$ cat src/udp_pattern_pkg.sv
// Shared types and constants for the UDP pattern source; imported by every RTL module
`default_nettype none

package udp_pattern_pkg;

    typedef logic [63:0] data_word_t;
    typedef logic [7:0]  keep_t;
    typedef logic [31:0] ip_addr_t;
    typedef logic [15:0] udp_port_t;

    // Command endpoint and transmit addressing
    localparam udp_port_t CMD_PORT        = 16'd1234;
    localparam udp_port_t TX_SOURCE_PORT  = 16'd1234;
    localparam udp_port_t TX_DEST_PORT    = 16'd9999;
    localparam ip_addr_t  DEFAULT_DEST_IP = {8'd192, 8'd168, 8'd1, 8'd100};
    localparam ip_addr_t  LOCAL_IP        = {8'd192, 8'd168, 8'd1, 8'd128};
    localparam logic [7:0] TX_TTL         = 8'd64;

    // ASCII is little-endian with the first character in the low byte
    localparam logic [31:0] CMD_MARKER = 32'h2E2E_2E2E;
    localparam logic [31:0] CMD_START  = 32'h5449_4E49;
    localparam logic [31:0] CMD_STOP   = 32'h494E_4946;

    // "\n.INIT.\n"
    localparam data_word_t BANNER_WORD = 64'h0A2E_5449_4E49_2E0A;

    localparam data_word_t PATTERN_WORDS [0:7] = '{
        64'h4847_4645_4443_4241,
        64'h504F_4E4D_4C4B_4A49,
        64'h5857_5655_5453_5251,
        64'h0A5F_5E5D_5C5B_5A59,
        64'h6867_6665_6463_6261,
        64'h706F_6E6D_6C6B_6A69,
        64'h7877_7675_7473_7271,
        64'h0A7F_7E7D_7C7B_7A79
    };

    typedef struct packed {
        logic [31:0] opcode;
        logic [31:0] marker;
    } rx_cmd_t;

    // First payload word, seen as raw data or as a command
    typedef union packed {
        data_word_t raw;
        rx_cmd_t    cmd;
    } rx_word_u;

    typedef struct packed {
        ip_addr_t  source_ip;
        udp_port_t dest_port;
    } udp_rx_hdr_t;

    typedef struct packed {
        data_word_t data;
        keep_t      keep;
        logic       last;
    } axis_word_t;

    typedef struct packed {
        ip_addr_t    dest_ip;
        ip_addr_t    source_ip;
        udp_port_t   source_port;
        udp_port_t   dest_port;
        logic [15:0] length;
        logic [7:0]  ttl;
    } udp_tx_hdr_t;

endpackage

`default_nettype wire

$ cat src/command_decoder.sv
// Receive-side filter that turns INIT/FINI datagrams on the command port into the run state
`timescale 1ns/100ps
`default_nettype none

module command_decoder (
    input  wire                             clk,
    input  wire                             rst,
    input  wire  udp_pattern_pkg::udp_rx_hdr_t rx_hdr,
    input  wire                             rx_hdr_valid,
    input  wire  udp_pattern_pkg::axis_word_t  rx_payload,
    input  wire                             rx_payload_valid,
    output logic                            running,
    output udp_pattern_pkg::ip_addr_t       reply_ip
);
    import udp_pattern_pkg::*;

    logic     port_match_q;
    logic     first_pending_q;
    logic     hdr_match;
    logic     port_match;
    logic     cmd_hit;
    rx_word_u cmd_word;

    assign hdr_match = rx_hdr_valid && (rx_hdr.dest_port == CMD_PORT);

    // Header may come on the same cycle as the first payload word
    assign port_match = rx_hdr_valid ? hdr_match : port_match_q;

    assign cmd_word.raw = rx_payload.data;

    // Only the first word of a datagram carries a command
    assign cmd_hit = rx_payload_valid && first_pending_q && port_match &&
                     (cmd_word.cmd.marker == CMD_MARKER);

    always_ff @(posedge clk) begin
        if (rst) begin
            port_match_q <= 1'b0;
        end else if (rx_hdr_valid) begin
            port_match_q <= hdr_match;
        end
    end

    // Set again after each last word so the next datagram starts fresh
    always_ff @(posedge clk) begin
        if (rst) begin
            first_pending_q <= 1'b1;
        end else if (rx_payload_valid) begin
            first_pending_q <= rx_payload.last;
        end
    end

    always_ff @(posedge clk) begin
        if (rst) begin
            running <= 1'b0;
        end else if (cmd_hit) begin
            if (cmd_word.cmd.opcode == CMD_START) begin
                running <= 1'b1;
            end else if (cmd_word.cmd.opcode == CMD_STOP) begin
                running <= 1'b0;
            end
        end
    end

    // Sender of the last command datagram receives the stream
    always_ff @(posedge clk) begin
        if (rst) begin
            reply_ip <= DEFAULT_DEST_IP;
        end else if (hdr_match) begin
            reply_ip <= rx_hdr.source_ip;
        end
    end

endmodule

`default_nettype wire

$ cat src/pattern_source.sv
// Pattern word generator that streams framed ASCII test words while running is high
`timescale 1ns/100ps
`default_nettype none

module pattern_source #(
    parameter int FRAME_WORDS = 1024
) (
    input  wire                            clk,
    input  wire                            rst,
    input  wire                            running,
    output wire udp_pattern_pkg::axis_word_t tx_payload,
    output logic                           tx_payload_valid,
    input  wire                            tx_payload_ready
);
    import udp_pattern_pkg::*;

    localparam int CNT_W = (FRAME_WORDS > 1) ? $clog2(FRAME_WORDS) : 1;
    localparam logic [CNT_W-1:0] LAST_INDEX = CNT_W'(FRAME_WORDS - 1);

    data_word_t       word_q;
    logic [2:0]       pattern_idx_q;
    logic [CNT_W-1:0] word_cnt_q;
    logic             fire;
    logic             last_word;

    assign fire = tx_payload_valid && tx_payload_ready;
    assign last_word = (word_cnt_q == LAST_INDEX);

    // Valid tracks running one cycle late
    always_ff @(posedge clk) begin
        if (rst) begin
            tx_payload_valid <= 1'b0;
        end else begin
            tx_payload_valid <= running;
        end
    end

    // Banner first, then the eight patterns in a loop
    always_ff @(posedge clk) begin
        if (rst) begin
            word_q        <= BANNER_WORD;
            pattern_idx_q <= 3'd0;
        end else if (fire) begin
            word_q        <= PATTERN_WORDS[pattern_idx_q];
            pattern_idx_q <= pattern_idx_q + 3'd1;
        end
    end

    // Frame boundaries are independent of the pattern position
    always_ff @(posedge clk) begin
        if (rst) begin
            word_cnt_q <= '0;
        end else if (fire) begin
            if (last_word) begin
                word_cnt_q <= '0;
            end else begin
                word_cnt_q <= word_cnt_q + 1'b1;
            end
        end
    end

    assign tx_payload = '{data: word_q, keep: 8'hFF, last: last_word};

endmodule

`default_nettype wire

$ cat src/udp_pattern_top.sv
// Top level of the UDP-controlled pattern source; sits behind a UDP/IP stack
`timescale 1ns/100ps
`default_nettype none

module udp_pattern_top #(
    parameter int FRAME_WORDS = 1024
) (
    input  wire                               clk,
    input  wire                               rst,

    // UDP receive side is always accepted
    input  wire udp_pattern_pkg::udp_rx_hdr_t rx_hdr,
    input  wire                               rx_hdr_valid,
    input  wire udp_pattern_pkg::axis_word_t  rx_payload,
    input  wire                               rx_payload_valid,

    // UDP transmit side
    output wire udp_pattern_pkg::udp_tx_hdr_t tx_hdr,
    output wire                               tx_hdr_valid,
    input  wire                               tx_hdr_ready,
    output wire udp_pattern_pkg::axis_word_t  tx_payload,
    output wire                               tx_payload_valid,
    input  wire                               tx_payload_ready,

    // Status LED
    output wire                               running
);
    import udp_pattern_pkg::*;

    wire ip_addr_t reply_ip;

    command_decoder u_command_decoder (
        .clk              (clk),
        .rst              (rst),
        .rx_hdr           (rx_hdr),
        .rx_hdr_valid     (rx_hdr_valid),
        .rx_payload       (rx_payload),
        .rx_payload_valid (rx_payload_valid),
        .running          (running),
        .reply_ip         (reply_ip)
    );

    pattern_source #(
        .FRAME_WORDS (FRAME_WORDS)
    ) u_pattern_source (
        .clk              (clk),
        .rst              (rst),
        .running          (running),
        .tx_payload       (tx_payload),
        .tx_payload_valid (tx_payload_valid),
        .tx_payload_ready (tx_payload_ready)
    );

    // Watches the payload handshake to place one header per frame
    udp_tx_header #(
        .FRAME_WORDS (FRAME_WORDS)
    ) u_udp_tx_header (
        .clk              (clk),
        .rst              (rst),
        .reply_ip         (reply_ip),
        .tx_payload_valid (tx_payload_valid),
        .tx_payload_ready (tx_payload_ready),
        .tx_payload_last  (tx_payload.last),
        .tx_hdr           (tx_hdr),
        .tx_hdr_valid     (tx_hdr_valid),
        .tx_hdr_ready     (tx_hdr_ready)
    );

endmodule

`default_nettype wire

$ cat src/udp_tx_header.sv
// Transmit header builder that offers one UDP header at the start of every frame
`timescale 1ns/100ps
`default_nettype none

module udp_tx_header #(
    parameter int FRAME_WORDS = 1024
) (
    input  wire                             clk,
    input  wire                             rst,
    input  wire udp_pattern_pkg::ip_addr_t  reply_ip,
    input  wire                             tx_payload_valid,
    input  wire                             tx_payload_ready,
    input  wire                             tx_payload_last,
    output wire udp_pattern_pkg::udp_tx_hdr_t tx_hdr,
    output wire                             tx_hdr_valid,
    input  wire                             tx_hdr_ready
);
    import udp_pattern_pkg::*;

    // Payload bytes plus the 8-byte UDP header
    localparam logic [15:0] UDP_LENGTH = 16'(FRAME_WORDS * 8 + 8);

    logic frame_start_q;
    logic last_fire;
    logic hdr_fire;

    assign last_fire = tx_payload_valid && tx_payload_ready && tx_payload_last;
    assign hdr_fire  = tx_hdr_valid && tx_hdr_ready;

    // Armed for the next frame once the current one ends
    always_ff @(posedge clk) begin
        if (rst) begin
            frame_start_q <= 1'b1;
        end else if (last_fire) begin
            frame_start_q <= 1'b1;
        end else if (hdr_fire) begin
            frame_start_q <= 1'b0;
        end
    end

    // Header shows up together with the first word of a frame
    assign tx_hdr_valid = frame_start_q && tx_payload_valid;

    assign tx_hdr = '{
        dest_ip:     reply_ip,
        source_ip:   LOCAL_IP,
        source_port: TX_SOURCE_PORT,
        dest_port:   TX_DEST_PORT,
        length:      UDP_LENGTH,
        ttl:         TX_TTL
    };

endmodule

`default_nettype wire

$ cat config.mk
export PLATFORM = sky130hd
export DESIGN_NAME = udp_pattern_top
export DESIGN_NICKNAME = d
export VERILOG_FILES = /design/src/udp_pattern_pkg.sv /design/src/command_decoder.sv /design/src/pattern_source.sv /design/src/udp_pattern_top.sv /design/src/udp_tx_header.sv
export SDC_FILE = /design/constraint.sdc
export NUM_CORES = 1
export LEC_CHECK = 0
export BUFFER_PORTS_ARGS = -buffer_cell sky130_fd_sc_hd__buf_2
export CAP_MARGIN = 0
export CELL_PAD_IN_SITES_DETAIL_PLACEMENT = 2
export CELL_PAD_IN_SITES_GLOBAL_PLACEMENT = 2
export CORE_ASPECT_RATIO = 1.2
export CORE_MARGIN = 5
export CORE_UTILIZATION = 21
export DETAILED_ROUTE_END_ITERATION = 8
export PLACE_DENSITY_LB_ADDON = 0.1
export SLEW_MARGIN = 20
export SYNTH_ARGS = -nofsm -noshare
export SYNTH_HDL_FRONTEND = slang
export SYNTH_HIERARCHICAL = 1
export SYNTH_SLANG_ARGS = --single-unit
$ cat constraint.sdc
create_clock -name clk -period 2.65 [get_ports clk]
set_input_delay 0.3975 -clock clk [delete_from_list [all_inputs] [get_ports clk]]
set_output_delay 0.3975 -clock clk [all_outputs]
set_load 0.03 [all_outputs]
==> out/results.txt <==
# setup viols final: 0
Leakage: 2.244 nW
CTS tree: yes
TritonRoute pass-1 iters: 4
Yosys synthesis warning count: 6
Period utilisation layout: 76.69%
Setup bufs post-CTS: 0
Die Area: 22,150 µm²
Syn avg cell area: 8.074 µm²
Rel. slew slack: 66.51%
Clk_lat worst skew: 0.33 ns
Crit path max fanout: 5
CTS Buf Count: 9
Arr. time, crit path: 1.63 ns
WL/cell: 15.64 µm
Vias per inst: 3.793
Die height: 162.0 µm
R2r startpoint: u_pattern_source/word_cnt_q[0]
RSZ-0062 raised after global routing: false
IO Count: 323
First-pass GRT wire length: 20,450 µm
Pwr Total: 0.002465 W
Largest net degree at the start of global routing: 34
Final hold violation count: 0
Hold WS: 0.2762 ns
Max_cap viols: 0
Area leader, netlist: buf_4
Die X: 136.7 µm
Top-count cell post-synth: buf_4
CP Depth: 4
Grt ovf: 0
Layout Nets: 759
Commonest cells post-synth: buf_4, nand2_1, dfxtp_1, a21oi_1, nand3_1
Synth area leaders: buf_4, dfxtp_1, nand2_1
FMAX: 0.4921 GHz
Ys flop type: dfxtp_1
Max Clock Skew: 0.008246 ns
Detailed-route via count: 3,376
Worst-case vdd ir drop: 0.2729 mV
Mapped Area: 4045 µm²
CP Launch Type: register
Mapped Cells: 501
End point of the critical path: tx_payload[0]
Crit-path leading delay family: flip-flops
Number of synthesized flops with an enable pin: 0
Clock sinks: 62
FP Rows: 55
R2R setup slack: 0.93 ns
Number of global-route vias before repair: 3,685
Synth Register Bits: 62
Worst r2r dst: u_pattern_source/word_cnt_q[4]
Async SR Flop Fraction: 0%
Register-to-Register Path Depth: 4
Library cells used by synthesis: 51
Crit. Startpoint: u_pattern_source/word_cnt_q[0]
Setup TNS: 0 ns
DRC: 0
Cts repair resizes: 0
Critical Path Sink Type: output port
Sequential area share after synthesis: 30.68%
Clk root buf: clkbuf_16
RD Place Congestion: 0.7598
Worst hold path class: input pin to register
Hold_buf cts: 0
Min Clock Period, post-route: 2.032 ns
Power density cells: 530.4 nW/µm²
Slew Viols, Final: 0
DRT Wirelength: 13,920 µm
Top-area cell type share of the netlist area: 33.59%
Layout cells sized above 1: 34.81%
Starting Density: 21.38%
Area added between synthesis and finish: 14.88%
IO buf count: 191
Crit-path slowest cell: dfxtp_1
Crit-path cells: ha_1 > nand3_1 > nor3_1 > buf_2
WP buf/inv: 1
Core area: 18,920 µm²
Final ANT Viol Nets: 0
WS Path Type: register to output port
Status: finished, final reports clean
Critical Path RT: 2.25 ns
GRT Overall Usage: 11.96%
Htree depth: 3
Clk pin slew, worst setup/hold paths: 0.05 ns
Clk buf depth: 2
Worst-margin pin slew: 0.4954 ns
DP HPWL: 11,620 µm
Drt first-iter violations: 118
CP max stage delay: 0.40 ns
Antenna violations before repair: 4
==> worst register-to-register path: cells and delay by family, from the launching register on <==
family | cells | cell delay [ns]
AOI/OAI and AO/OA | 1 | 0.22
and+or+nand+nor | 2 | 0.76
DFF | 1 | 0.40
adders and majority gates | 1 | 0.26
==> area by class of cell <==
| cell class | count | area, µm² |
|---|---|---|
| Antenna cell | 2 | 5.005 |
| Clock buffer | 10 | 239.0 |
| Clock inverter | 5 | 50.05 |
| Fill cell | 2297 | 14280 |
| Inverter | 7 | 26.28 |
| Multi-Input combinational cell | 353 | 1779 |
| Sequential cell | 62 | 1241 |
| Tap cell | 256 | 320.3 |
| Timing Repair Buffer | 195 | 985.9 |
==> cells in the final DEF, fill, tap and decap left out, types with 2 or more instances in the layout <==
| master | Yosys | layout |
|---|---|---|
| o211ai_1 | 2 | 2 |
| nand3_1 | 20 | 20 |
| a211oi_1 | 5 | 5 |
| nor4_1 | 4 | 4 |
| nor2_1 | 6 | 6 |
| nor4bb_1 | 6 | 6 |
| conb_1 | 4 | 123 |
| nand2_1 | 86 | 86 |
| and2_1 | 2 | 2 |
| dfxtp_1 | 62 | 62 |
| or4_1 | 3 | 3 |
| nor4b_1 | 4 | 4 |
| clkinv_2 | 0 | 4 |
| inv_1 | 7 | 7 |
| nand4b_1 | 3 | 3 |
| nor3_1 | 5 | 5 |
| a21oi_1 | 34 | 34 |
| nor2b_1 | 3 | 3 |
| buf_4 | 181 | 4 |
| nand4_1 | 3 | 3 |
| o31ai_1 | 3 | 3 |
| diode_2 | 0 | 2 |
| ha_1 | 4 | 4 |
| or3_1 | 5 | 5 |
| nor4b_2 | 2 | 2 |
| buf_2 | 5 | 191 |
| clkbuf_16 | 0 | 9 |
| and4b_1 | 3 | 3 |
| o21ai_0 | 5 | 5 |
==> where the power goes <==
group | internal, W | switching [W] | leakage (nW)
clock network | 0.000741 | 0.000426 | 0.148
registers | 0.000934 | 0.000000464 | 0.500
logic | 0.0000745 | 0.000290 | 1.60
==> through the flow <==
stage	setup slack, ns	instance area [µm²]	utilization [%]	std cells
after detailed placement	0.5570	4353	23.00	873
after global routing	0.5519	4644	24.54	889
after CTS	0.5864	4642	24.53	888
after global placement	0.5380	4353	23.00	873
after floorplan	0.9576	4492	-	620
final	0.6177	4647	24.56	890
==> state kept, by name, summed over array words and instances (netlist names) <==
| register | count |
|---|---|
| u_command_decoder/reply_ip | 32 |
| u_pattern_source/word_q | 13 |
| u_pattern_source/word_cnt_q | 10 |
| u_pattern_source/pattern_idx_q | 2 |
| u_command_decoder/first_pending_q | 1 |
| u_command_decoder/port_match_q | 1 |
| u_command_decoder/running | 1 |
| u_pattern_source/tx_payload_valid | 1 |
| u_udp_tx_header/frame_start_q | 1 |
==> worst min path at each step <==
stage	start	end	slack [ns]	depth (start not counted)
finish	rx_hdr[47]	u_command_decoder/reply_ip[31]	0.28	3
global route	rx_hdr[39]	u_command_decoder/reply_ip[23]	0.27	3
CTS	rx_hdr[47]	u_command_decoder/reply_ip[31]	0.26	3
detailed placement	u_command_decoder/reply_ip[9]	u_command_decoder/reply_ip[9]	0.44	2
global placement	u_command_decoder/reply_ip[12]	u_command_decoder/reply_ip[12]	0.44	2
floorplan	u_command_decoder/reply_ip[0]	u_command_decoder/reply_ip[0]	0.43	2
==> metal layers <==
layer	share of wire, %	vias to the layer above	global-route usage [%]
met5	0.24	-	0
met4	0.97	4	3.850
met3	12	13	6.165
met2	52	164	21.77
met1	35	1580	11.54
li1	-	1615	-
==> logic make-up (layout without fill, tap and decap cells) <==
group           Yosys count  count (layout)  share of synthesized area [%]
simple gates            165             165                          21.81
xor+xnor                  2               2                         0.4331
other cells               4             125                         0.3711
buf+inv                 205             217                          36.53
mux                       1               1                         0.2475
fa+ha+maj                 4               4                          1.237
compound gates           58              58                          8.692
flops                    62              62                          30.68
Note: power is estimated with default switching activity, not from simulation.
